===== src/hdl/mips_config.svh =====
`ifndef MIPS_CONFIG_SVH
`define MIPS_CONFIG_SVH

// first fetch address after reset
`define MIPS_RESET_PC 32'h0000_0000

// architectural register count
`define MIPS_NREGS 32

// sll r0, r0, 0 doubles as the pipeline bubble
`define MIPS_NOP 32'h0000_0000

`endif


===== src/hdl/mips_isa_pkg.sv =====
package mips_isa_pkg;

    typedef logic [31:0] word_t;
    typedef logic [4:0]  reg_addr_t;

    // primary opcode field, instr[31:26]
    typedef enum logic [5:0] {
        OP_SPECIAL = 6'h00,
        OP_J       = 6'h02,
        OP_BEQ     = 6'h04,
        OP_BNE     = 6'h05,
        OP_ADDIU   = 6'h09,
        OP_SLTI    = 6'h0a,
        OP_ANDI    = 6'h0c,
        OP_ORI     = 6'h0d,
        OP_XORI    = 6'h0e,
        OP_LUI     = 6'h0f,
        OP_LW      = 6'h23,
        OP_SW      = 6'h2b
    } opcode_t;

    // function field of SPECIAL, instr[5:0]
    typedef enum logic [5:0] {
        FN_SLL  = 6'h00,
        FN_SRL  = 6'h02,
        FN_ADDU = 6'h21,
        FN_SUBU = 6'h23,
        FN_AND  = 6'h24,
        FN_OR   = 6'h25,
        FN_XOR  = 6'h26,
        FN_SLT  = 6'h2a
    } funct_t;

endpackage


===== src/hdl/mips_pipe_pkg.sv =====
package mips_pipe_pkg;
    import mips_isa_pkg::*;

    typedef enum logic [3:0] {
        ALU_ADD, ALU_SUB, ALU_AND, ALU_OR, ALU_XOR,
        ALU_SLT, ALU_SLL, ALU_SRL, ALU_LUI
    } alu_op_t;

    // control transfer resolved in execute
    typedef enum logic [1:0] {
        BR_NONE, BR_EQ, BR_NE, BR_J
    } br_t;

    // fetch to decode
    typedef struct packed {
        word_t pc;
        word_t instr;
    } fd_payload_t;

    // decode to execute
    typedef struct packed {
        word_t     pc;
        alu_op_t   alu_op;
        word_t     operand_a;
        word_t     operand_b;
        word_t     store_data;
        br_t       br;
        word_t     br_target;
        reg_addr_t dest;
        logic      reg_we;
        logic      mem_re;
        logic      mem_we;
    } de_payload_t;

    // execute to result
    typedef struct packed {
        word_t     pc;
        word_t     result;
        word_t     store_data;
        reg_addr_t dest;
        logic      reg_we;
        logic      mem_re;
        logic      mem_we;
    } er_payload_t;

endpackage


===== src/hdl/decode_stage.sv =====
`include "mips_config.svh"

module decode_stage (
    input  logic                      clk,
    input  logic                      rst,
    input  logic                      hold,
    input  mips_isa_pkg::word_t       f_pc,
    input  mips_isa_pkg::word_t       f_instr,
    input  logic                      redirect,
    input  mips_isa_pkg::word_t       rd1,
    input  mips_isa_pkg::word_t       rd2,
    output mips_isa_pkg::reg_addr_t   ra1,
    output mips_isa_pkg::reg_addr_t   ra2,
    input  mips_isa_pkg::reg_addr_t   e_dest,
    input  logic                      e_reg_we,
    output logic                      stall_d,
    output mips_isa_pkg::word_t       de_pc,
    output mips_pipe_pkg::alu_op_t    de_alu_op,
    output mips_isa_pkg::word_t       de_operand_a,
    output mips_isa_pkg::word_t       de_operand_b,
    output mips_isa_pkg::word_t       de_store_data,
    output mips_pipe_pkg::br_t        de_br,
    output mips_isa_pkg::word_t       de_br_target,
    output mips_isa_pkg::reg_addr_t   de_dest,
    output logic                      de_reg_we,
    output logic                      de_mem_re,
    output logic                      de_mem_we
);
    import mips_isa_pkg::*;
    import mips_pipe_pkg::*;

    fd_payload_t f_word;
    fd_payload_t d_q;
    fd_payload_t d_bubble;
    opcode_t     opcode;
    funct_t      funct;
    reg_addr_t   rs;
    reg_addr_t   rt;
    word_t       imm_sext;
    word_t       imm_zext;
    word_t       pc_plus4;
    logic        dest_rt;
    logic        use_rt;
    logic        reg_we;
    logic        mem_re;
    logic        mem_we;
    br_t         br;

    assign f_word = '{pc: f_pc, instr: f_instr};
    assign d_bubble = '{pc: '0, instr: `MIPS_NOP};

    pipe_reg #(.payload_t(fd_payload_t)) d_reg (
        .clk, .rst,
        .hold(hold | stall_d),
        .flush(redirect),
        .d(f_word), .q(d_q), .bubble(d_bubble)
    );

    assign opcode = opcode_t'(d_q.instr[31:26]);
    assign funct = funct_t'(d_q.instr[5:0]);
    assign rs = d_q.instr[25:21];
    assign rt = d_q.instr[20:16];
    assign imm_sext = {{16{d_q.instr[15]}}, d_q.instr[15:0]};
    assign imm_zext = {16'h0000, d_q.instr[15:0]};
    assign pc_plus4 = d_q.pc + 32'd4;

    always_comb begin
        de_alu_op = ALU_ADD;
        de_operand_a = rd1;
        de_operand_b = rd2;
        dest_rt = 1'b1;
        use_rt = 1'b0;
        reg_we = 1'b1;
        mem_re = 1'b0;
        mem_we = 1'b0;
        br = BR_NONE;
        case (opcode)
            OP_SPECIAL: begin
                dest_rt = 1'b0;
                use_rt = 1'b1;
                case (funct)
                    FN_ADDU: de_alu_op = ALU_ADD;
                    FN_SUBU: de_alu_op = ALU_SUB;
                    FN_AND:  de_alu_op = ALU_AND;
                    FN_OR:   de_alu_op = ALU_OR;
                    FN_XOR:  de_alu_op = ALU_XOR;
                    FN_SLT:  de_alu_op = ALU_SLT;
                    FN_SLL, FN_SRL: begin
                        de_alu_op = (funct == FN_SLL) ? ALU_SLL : ALU_SRL;
                        // shift amount rides in operand a
                        de_operand_a = {27'b0, d_q.instr[10:6]};
                    end
                    default: reg_we = 1'b0;
                endcase
            end
            OP_ADDIU: de_operand_b = imm_sext;
            OP_SLTI: begin
                de_alu_op = ALU_SLT;
                de_operand_b = imm_sext;
            end
            OP_ANDI: begin
                de_alu_op = ALU_AND;
                de_operand_b = imm_zext;
            end
            OP_ORI: begin
                de_alu_op = ALU_OR;
                de_operand_b = imm_zext;
            end
            OP_XORI: begin
                de_alu_op = ALU_XOR;
                de_operand_b = imm_zext;
            end
            OP_LUI: begin
                de_alu_op = ALU_LUI;
                de_operand_b = imm_zext;
            end
            OP_LW: begin
                de_operand_b = imm_sext;
                mem_re = 1'b1;
            end
            OP_SW: begin
                de_operand_b = imm_sext;
                mem_we = 1'b1;
                reg_we = 1'b0;
                use_rt = 1'b1;
            end
            OP_BEQ, OP_BNE: begin
                br = (opcode == OP_BEQ) ? BR_EQ : BR_NE;
                reg_we = 1'b0;
                use_rt = 1'b1;
            end
            OP_J: begin
                br = BR_J;
                reg_we = 1'b0;
            end
            default: reg_we = 1'b0;
        endcase
    end

    assign ra1 = rs;
    assign ra2 = rt;

    // RAW against the instruction now in E; R is covered by the regfile bypass
    assign stall_d = e_reg_we && (e_dest == rs || (use_rt && e_dest == rt));

    assign de_pc = d_q.pc;
    assign de_store_data = rd2;
    assign de_dest = dest_rt ? rt : d_q.instr[15:11];
    assign de_br_target = (br == BR_J) ? {pc_plus4[31:28], d_q.instr[25:0], 2'b00}
                                       : pc_plus4 + {imm_sext[29:0], 2'b00};

    // stalled decode issues a bubble
    assign de_reg_we = reg_we && de_dest != '0 && !stall_d;
    assign de_mem_re = mem_re && !stall_d;
    assign de_mem_we = mem_we && !stall_d;
    assign de_br = stall_d ? BR_NONE : br;

    // only branches redirect and they never write a register
    assert property (@(posedge clk) disable iff (rst) !(stall_d && redirect));

endmodule


===== src/hdl/execute_stage.sv =====
module execute_stage (
    input  logic                      clk,
    input  logic                      rst,
    input  logic                      hold,
    input  logic                      stall_d,
    input  mips_isa_pkg::word_t       de_pc,
    input  mips_pipe_pkg::alu_op_t    de_alu_op,
    input  mips_isa_pkg::word_t       de_operand_a,
    input  mips_isa_pkg::word_t       de_operand_b,
    input  mips_isa_pkg::word_t       de_store_data,
    input  mips_pipe_pkg::br_t        de_br,
    input  mips_isa_pkg::word_t       de_br_target,
    input  mips_isa_pkg::reg_addr_t   de_dest,
    input  logic                      de_reg_we,
    input  logic                      de_mem_re,
    input  logic                      de_mem_we,
    output logic                      redirect,
    output mips_isa_pkg::word_t       redirect_pc,
    output mips_isa_pkg::reg_addr_t   e_dest,
    output logic                      e_reg_we,
    output mips_isa_pkg::word_t       er_pc,
    output mips_isa_pkg::word_t       er_result,
    output mips_isa_pkg::word_t       er_store_data,
    output mips_isa_pkg::reg_addr_t   er_dest,
    output logic                      er_reg_we,
    output logic                      er_mem_re,
    output logic                      er_mem_we
);
    import mips_pipe_pkg::*;

    de_payload_t e_d;
    de_payload_t e_q;

    assign e_d = '{pc: de_pc, alu_op: de_alu_op, operand_a: de_operand_a,
                   operand_b: de_operand_b, store_data: de_store_data, br: de_br,
                   br_target: de_br_target, dest: de_dest, reg_we: de_reg_we,
                   mem_re: de_mem_re, mem_we: de_mem_we};

    // squashed slot after a taken branch, or the bubble behind a stall
    pipe_reg #(.payload_t(de_payload_t)) e_reg (
        .clk, .rst, .hold,
        .flush(redirect | stall_d),
        .d(e_d), .q(e_q), .bubble('0)
    );

    always_comb begin
        case (e_q.alu_op)
            ALU_ADD: er_result = e_q.operand_a + e_q.operand_b;
            ALU_SUB: er_result = e_q.operand_a - e_q.operand_b;
            ALU_AND: er_result = e_q.operand_a & e_q.operand_b;
            ALU_OR:  er_result = e_q.operand_a | e_q.operand_b;
            ALU_XOR: er_result = e_q.operand_a ^ e_q.operand_b;
            ALU_SLT: er_result = {31'b0, $signed(e_q.operand_a) < $signed(e_q.operand_b)};
            ALU_SLL: er_result = e_q.operand_b << e_q.operand_a[4:0];
            ALU_SRL: er_result = e_q.operand_b >> e_q.operand_a[4:0];
            ALU_LUI: er_result = {e_q.operand_b[15:0], 16'h0000};
            default: er_result = '0;
        endcase
    end

    always_comb begin
        case (e_q.br)
            BR_EQ:   redirect = e_q.operand_a == e_q.operand_b;
            BR_NE:   redirect = e_q.operand_a != e_q.operand_b;
            BR_J:    redirect = 1'b1;
            default: redirect = 1'b0;
        endcase
    end

    assign redirect_pc = e_q.br_target;
    assign e_dest = e_q.dest;
    assign e_reg_we = e_q.reg_we;

    assign er_pc = e_q.pc;
    assign er_store_data = e_q.store_data;
    assign er_dest = e_q.dest;
    assign er_reg_we = e_q.reg_we;
    assign er_mem_re = e_q.mem_re;
    assign er_mem_we = e_q.mem_we;

    // the slot behind a taken branch is a bubble and cannot redirect again
    assert property (@(posedge clk) disable iff (rst) redirect && !hold |=> !redirect);

endmodule


===== src/hdl/fetch_stage.sv =====
`include "mips_config.svh"

module fetch_stage (
    input  logic                clk,
    input  logic                rst,
    output mips_isa_pkg::word_t pc,
    input  mips_isa_pkg::word_t instr,
    input  logic                instr_ok,
    input  logic                stall_d,
    input  logic                hold,
    input  logic                redirect,
    input  mips_isa_pkg::word_t redirect_pc,
    output mips_isa_pkg::word_t f_pc,
    output mips_isa_pkg::word_t f_instr
);

    always_ff @(posedge clk) begin
        if (rst) begin
            pc <= `MIPS_RESET_PC;
        end else if (!hold) begin
            if (redirect) begin
                pc <= redirect_pc;
            end else if (!stall_d && instr_ok) begin
                pc <= pc + 32'd4;
            end
        end
    end

    assign f_pc = pc;

    // invalid fetch enters decode as a bubble
    assign f_instr = instr_ok ? instr : `MIPS_NOP;

endmodule


===== src/hdl/mips_core.sv =====
module mips_core (
    input  logic                    clk,
    input  logic                    rst,
    output mips_isa_pkg::word_t     pc,
    input  mips_isa_pkg::word_t     instr,
    input  logic                    instr_ok,
    output mips_isa_pkg::word_t     mem_addr,
    output mips_isa_pkg::word_t     mem_wdata,
    output logic                    mem_re,
    output logic                    mem_we,
    input  mips_isa_pkg::word_t     rd,
    input  logic                    dmem_ok,
    output logic                    rf_we,
    output mips_isa_pkg::reg_addr_t rf_waddr,
    output mips_isa_pkg::word_t     rf_wdata,
    output mips_isa_pkg::word_t     wb_pc
);
    import mips_isa_pkg::*;
    import mips_pipe_pkg::*;

    // fetch and hazard controls
    word_t     f_pc;
    word_t     f_instr;
    logic      stall_d;
    logic      hold;
    logic      redirect;
    word_t     redirect_pc;
    reg_addr_t e_dest;
    logic      e_reg_we;

    // register file read ports
    reg_addr_t ra1;
    reg_addr_t ra2;
    word_t     rd1;
    word_t     rd2;

    // decode to execute
    word_t     de_pc;
    alu_op_t   de_alu_op;
    word_t     de_operand_a;
    word_t     de_operand_b;
    word_t     de_store_data;
    br_t       de_br;
    word_t     de_br_target;
    reg_addr_t de_dest;
    logic      de_reg_we;
    logic      de_mem_re;
    logic      de_mem_we;

    // execute to result
    word_t     er_pc;
    word_t     er_result;
    word_t     er_store_data;
    reg_addr_t er_dest;
    logic      er_reg_we;
    logic      er_mem_re;
    logic      er_mem_we;

    fetch_stage fetch (
        .clk, .rst, .pc, .instr, .instr_ok, .stall_d, .hold,
        .redirect, .redirect_pc, .f_pc, .f_instr
    );

    decode_stage decode (
        .clk, .rst, .hold, .f_pc, .f_instr, .redirect,
        .rd1, .rd2, .ra1, .ra2, .e_dest, .e_reg_we, .stall_d,
        .de_pc, .de_alu_op, .de_operand_a, .de_operand_b, .de_store_data,
        .de_br, .de_br_target, .de_dest, .de_reg_we, .de_mem_re, .de_mem_we
    );

    execute_stage execute (
        .clk, .rst, .hold, .stall_d,
        .de_pc, .de_alu_op, .de_operand_a, .de_operand_b, .de_store_data,
        .de_br, .de_br_target, .de_dest, .de_reg_we, .de_mem_re, .de_mem_we,
        .redirect, .redirect_pc, .e_dest, .e_reg_we,
        .er_pc, .er_result, .er_store_data, .er_dest,
        .er_reg_we, .er_mem_re, .er_mem_we
    );

    result_stage result (
        .clk, .rst,
        .er_pc, .er_result, .er_store_data, .er_dest,
        .er_reg_we, .er_mem_re, .er_mem_we,
        .mem_addr, .mem_wdata, .mem_re, .mem_we, .rd, .dmem_ok,
        .hold, .rf_we, .rf_waddr, .rf_wdata, .wb_pc
    );

    // written from result, read by decode
    regfile rf (
        .clk, .rst, .ra1, .ra2, .rd1, .rd2,
        .we(rf_we), .wa(rf_waddr), .wd(rf_wdata)
    );

endmodule


===== src/hdl/pipe_reg.sv =====
module pipe_reg #(
    parameter type payload_t = logic
) (
    input  logic     clk,
    input  logic     rst,
    input  logic     hold,
    input  logic     flush,
    input  payload_t d,
    output payload_t q,
    input  payload_t bubble
);

    // hold wins over flush so a frozen pipeline keeps its contents
    always_ff @(posedge clk) begin
        if (rst) begin
            q <= bubble;
        end else if (!hold) begin
            if (flush) begin
                q <= bubble;
            end else begin
                q <= d;
            end
        end
    end

    // stage comes out of reset empty
    assert property (@(posedge clk) rst |=> q == bubble);

endmodule


===== src/hdl/regfile.sv =====
`include "mips_config.svh"

module regfile (
    input  logic                  clk,
    input  logic                  rst,
    input  mips_isa_pkg::reg_addr_t ra1,
    input  mips_isa_pkg::reg_addr_t ra2,
    output mips_isa_pkg::word_t   rd1,
    output mips_isa_pkg::word_t   rd2,
    input  logic                  we,
    input  mips_isa_pkg::reg_addr_t wa,
    input  mips_isa_pkg::word_t   wd
);
    import mips_isa_pkg::*;

    word_t regs [`MIPS_NREGS];

    always_ff @(posedge clk) begin
        if (rst) begin
            for (int i = 0; i < `MIPS_NREGS; i++) begin
                regs[i] <= '0;
            end
        end else if (we && wa != '0) begin
            regs[wa] <= wd;
        end
    end

    // write-through so decode sees the value retiring this cycle
    assign rd1 = (ra1 == '0) ? '0 : (we && wa == ra1) ? wd : regs[ra1];
    assign rd2 = (ra2 == '0) ? '0 : (we && wa == ra2) ? wd : regs[ra2];

endmodule


===== src/hdl/result_stage.sv =====
module result_stage (
    input  logic                    clk,
    input  logic                    rst,
    input  mips_isa_pkg::word_t     er_pc,
    input  mips_isa_pkg::word_t     er_result,
    input  mips_isa_pkg::word_t     er_store_data,
    input  mips_isa_pkg::reg_addr_t er_dest,
    input  logic                    er_reg_we,
    input  logic                    er_mem_re,
    input  logic                    er_mem_we,
    output mips_isa_pkg::word_t     mem_addr,
    output mips_isa_pkg::word_t     mem_wdata,
    output logic                    mem_re,
    output logic                    mem_we,
    input  mips_isa_pkg::word_t     rd,
    input  logic                    dmem_ok,
    output logic                    hold,
    output logic                    rf_we,
    output mips_isa_pkg::reg_addr_t rf_waddr,
    output mips_isa_pkg::word_t     rf_wdata,
    output mips_isa_pkg::word_t     wb_pc
);
    import mips_pipe_pkg::*;

    er_payload_t r_d;
    er_payload_t r_q;

    assign r_d = '{pc: er_pc, result: er_result, store_data: er_store_data,
                   dest: er_dest, reg_we: er_reg_we, mem_re: er_mem_re,
                   mem_we: er_mem_we};

    pipe_reg #(.payload_t(er_payload_t)) r_reg (
        .clk, .rst, .hold,
        .flush(1'b0),
        .d(r_d), .q(r_q), .bubble('0)
    );

    // strobes stay up while the whole pipeline waits on dmem_ok
    assign mem_addr = r_q.result;
    assign mem_wdata = r_q.store_data;
    assign mem_re = r_q.mem_re;
    assign mem_we = r_q.mem_we;
    assign hold = (r_q.mem_re | r_q.mem_we) & ~dmem_ok;

    // a load retires only in its dmem_ok cycle
    assign rf_we = r_q.reg_we && r_q.dest != '0 && !(r_q.mem_re && !dmem_ok);
    assign rf_waddr = r_q.dest;
    assign rf_wdata = r_q.mem_re ? rd : r_q.result;
    assign wb_pc = r_q.pc;

    assert property (@(posedge clk) disable iff (rst) !(mem_re && mem_we));

endmodule


===== config.mk =====
export PLATFORM = sky130hd
export DESIGN_NAME = mips_core
export DESIGN_NICKNAME = d
export VERILOG_FILES = /design/src/hdl/mips_isa_pkg.sv /design/src/hdl/mips_pipe_pkg.sv /design/src/hdl/decode_stage.sv /design/src/hdl/execute_stage.sv /design/src/hdl/fetch_stage.sv /design/src/hdl/mips_core.sv /design/src/hdl/pipe_reg.sv /design/src/hdl/regfile.sv /design/src/hdl/result_stage.sv
export VERILOG_INCLUDE_DIRS = /design/src /design/src/hdl
export SDC_FILE = /design/constraint.sdc
export NUM_CORES = 2
export LEC_CHECK = 0
export BUFFER_PORTS_ARGS = -buffer_cell sky130_fd_sc_hd__buf_4
export CORE_ASPECT_RATIO = 1.1
export CORE_UTILIZATION = 55
export CTS_CLUSTER_SIZE = 20
export DETAILED_ROUTE_END_ITERATION = 12
export PLACE_DENSITY_LB_ADDON = 0.1
export SLEW_MARGIN = 20
export SYNTH_ARGS = -nofsm -noshare
export SYNTH_HDL_FRONTEND = slang
export SYNTH_SLANG_ARGS = --single-unit

===== constraint.sdc =====
create_clock -name clk -period 6.54 [get_ports clk]
set_input_delay 0.327 -clock clk [delete_from_list [all_inputs] [get_ports clk]]
set_output_delay 0.327 -clock clk [all_outputs]
set_load 0.02 [all_outputs]

==> results.sh <==
export IMPL_endpoint_type_of_the_worst_setup_path="flip-flop"
export IMPL_hold_slack_ps=48.90
export IMPL_cts_num_sinks=1408
export IMPL_critPathArrivalTime_ps=5390
export IMPL_clock_latency_ps=820
export IMPL_holdBufCountCts=33
export IMPL_finalSetupViolations=0
export IMPL_grt_usage_pct=41.39
export IMPL_crit_buf_inv=0
export IMPL_cts_tree="yes"
export IMPL_grt_remaining_overflow=0
export IMPL_design_portCount=236
export IMPL_timing_hold_violations_final=0
export IMPL_cell_count_after_synthesis=6782
export IMPL_cts_resized=0
export IMPL_post_route_drc_count=0
export IMPL_setup_reg_to_reg_worst_slack_ps=1560
export IMPL_chipWidth_um=362
export IMPL_crit_path_start_kind="flip-flop"
export IMPL_cp_required_ps=6950
export IMPL_finish_net_count=6882
export IMPL_grt_pass1_vias=58490
export IMPL_layout_drive_gt1_share_pct=21.84
export IMPL_synth_largest_area_cell="sky130_fd_sc_hd__edfxtp_1"
export IMPL_numPlacedInstances=8389
export IMPL_worst_setup_path_type="flip-flop to flip-flop"
export IMPL_skew_final_ps=38.67
export IMPL_critical_path_cell_chain="nor3_1 -> nand2_1 -> nand3_1 -> nor2_1 -> nand2_1 -> nor2_1 -> nand2_2 -> nand2_2"
export IMPL_max_freq_mhz=200.8
export IMPL_final_critical_path_setup_slack_ps=1561
export IMPL_worst_hold_path_type="input pin to flip-flop"
export IMPL_leakagePower_nw=29.43
export IMPL_grt_first_pass_wirelength_um=422300
export IMPL_route_detailed_vias_per_inst=7.031
export IMPL_min_period_over_period_pct=76.14
export IMPL_path_clk_slew_ps=60
export IMPL_hpwlAfterDp_um=190800
export IMPL_slew_limit_headroom_pct=18.87
export IMPL_clk_root_buffer_cell="sky130_fd_sc_hd__clkbuf_16"
export IMPL_fp_dieArea_um2=144100
export IMPL_htree_levels=4
export IMPL_post_synthesis_sequential_area_ratio_pct=49.02
export IMPL_die_height_um=398
export IMPL_layout_filler_cells=11080
export IMPL_critical_path_top_delay_family="simple AND/OR/NAND/NOR gates"
export IMPL_synthTopCellsByCount="sky130_fd_sc_hd__nor2_1, sky130_fd_sc_hd__edfxtp_1, sky130_fd_sc_hd__mux4_2"
export IMPL_stdcell_count=8702
export IMPL_synth_async_sr_flop_share_pct=0
export IMPL_timing_critical_path_slowest_cell_delay_ps=1180
export IMPL_peakVddDrop_mv=0.2729
export IMPL_worst_slew_pin_transition_ps=1213
export IMPL_postRouteWirelength_um=299600
export IMPL_path_max_fanout=33
export IMPL_yosysMostFrequentCell="sky130_fd_sc_hd__nor2_1"
export IMPL_cts_buffers_inserted=152
export IMPL_powerDensity_nw_per_um2=273.0
export IMPL_cpMaxStageDelayCell="sky130_fd_sc_hd__nand2_2"
export IMPL_dr_total_vias=61180
export IMPL_timing_setup_tns_ps=0
export IMPL_grt_start_max_net_pins=95
export IMPL_wl_per_cell_um=34.43
export IMPL_synthTopCellsByArea="sky130_fd_sc_hd__edfxtp_1, sky130_fd_sc_hd__mux4_2, sky130_fd_sc_hd__dfxtp_1"
export IMPL_synth_warnings=0
export IMPL_cts_post_setup_buffers_inserted=0
export IMPL_share_of_the_synthesized_area_in_the_top_cell_type_pct=39.22
export IMPL_core_area_um2=140700
export IMPL_drt_pre_antenna_iters=6
export IMPL_routabilityCongestion=1.007
export IMPL_row_count=144
export IMPL_yosys_register_bits=1408
export IMPL_cts_buffer_depth=3
export IMPL_synth_area_um2=78410
export IMPL_detail_route_iter0_violations=10150
export IMPL_area_growth_syn_to_layout_pct=10.91
export IMPL_dp_slack_ps=1753
export IMPL_synth_edff_count=1024
export IMPL_synth_lib_cells_used_distinct=96
export IMPL_port_buffers=235
export IMPL_utilization_pct=61.80
export IMPL_grt_setup_unrepaired="no"
export IMPL_antenna_violations_before_repair=8
export IMPL_synth_top_flop_cell="sky130_fd_sc_hd__edfxtp_1"
export IMPL_antenna_violating_nets_post_route=0
export IMPL_run_status="completed"
export IMPL_initial_utilization_pct=55.72
export IMPL_report_final_slew_viol_count=0
export IMPL_post_synthesis_area_per_instance_um2=11.56
export IMPL_maxCapViolCount=0
export IMPL_layout_min_cycle_time_ps=4979
## cell type report
class                           count  area [um^2]  area share [%]
Sequential cell                  1408        38490           44.26
Antenna cell                        4        10.01         0.01151
Multi-Input combinational cell   4530        37100           42.66
Clock buffer                      196         4125           4.744
Inverter                          146        548.0          0.6302
Timing Repair Buffer              440         3576           4.112
Tap cell                         1898         2375           2.731
Clock inverter                     80        744.5          0.8561
## sequential cells by signal (all words and copies together), names as in the netlist, named ones only
signal and cells:
rf.regs 1024, fetch.f_pc 32, decode.d_reg.q 64, execute.e_reg.q 174
result.r_reg.q 104
## metal layers
layer  vias up  wire [um]  GRT usage (%)
met5         -         34              0
met4         6      21190          24.72
met3       972      37610          9.930
met2      4644     135000          63.20
met1     30540     105800          54.00
li1      25020          -              -
## worst paths after layout
path,start,end,depth (start not counted)
worst min-delay path,rst,result.r_reg.q[30]$_SDFFE_PP0N_,2
worst max register to register,result.r_reg.q[6]$_SDFFE_PP0N_,rf.regs[1][17]$_SDFFCE_PN0P_,8
worst max-delay path,result.r_reg.q[6]$_SDFFE_PP0N_,rf.regs[1][17]$_SDFFCE_PN0P_,8
worst min register to register,result.r_reg.q[12]$_SDFFE_PP0N_,result.r_reg.q[12]$_SDFFE_PP0N_,2
## cell usage in the layout (no fill, tap or decap), types with 56 or more instances in the layout
cell type and n:
sky130_fd_sc_hd__a211oi_1 109, sky130_fd_sc_hd__a21oi_1 414, sky130_fd_sc_hd__a22oi_1 78, sky130_fd_sc_hd__buf_4 392, sky130_fd_sc_hd__clkbuf_16 157, sky130_fd_sc_hd__dfxtp_1 369, sky130_fd_sc_hd__edfxtp_1 1024, sky130_fd_sc_hd__ha_1 133
sky130_fd_sc_hd__inv_1 144, sky130_fd_sc_hd__mux2i_1 79, sky130_fd_sc_hd__mux4_2 684, sky130_fd_sc_hd__nand2_1 525, sky130_fd_sc_hd__nand3_1 81, sky130_fd_sc_hd__nor2_1 1312, sky130_fd_sc_hd__nor3_1 64, sky130_fd_sc_hd__o211ai_1 56
sky130_fd_sc_hd__o21ai_0 212
## kinds of logic (layout without fill, tap and decap cells)
group	count (synthesis)	in the layout	synth area share, %
AOI/OAI and AO/OA	1189	1189	9.709
xor gates and xnor gates	73	73	0.8154
adders and majority gates	136	136	2.199
buffers and inverters	875	862	4.784
DFF	1408	1408	49.02
muxes	815	815	21.37
other	1	36	0.004783
and+or+nand+nor	2285	2285	12.10
## metrics by stage
step	power [mW]	area [um^2]
after floorplan	13.29	78520
after global placement	15.10	81710
after detailed placement	15.13	81740
after CTS	23.60	86940
after global routing	24.30	86960
final	23.74	86960
## power by group
part / total [mW] / leakage, nW / switching, mW / internal (mW)
sequential: 10.4 / 13.7 / 0.466 / 9.93
combinational: 4.74 / 13.4 / 3.05 / 1.68
clock: 8.61 / 2.38 / 3.77 / 4.84
(Power assumes the default switching activity.)
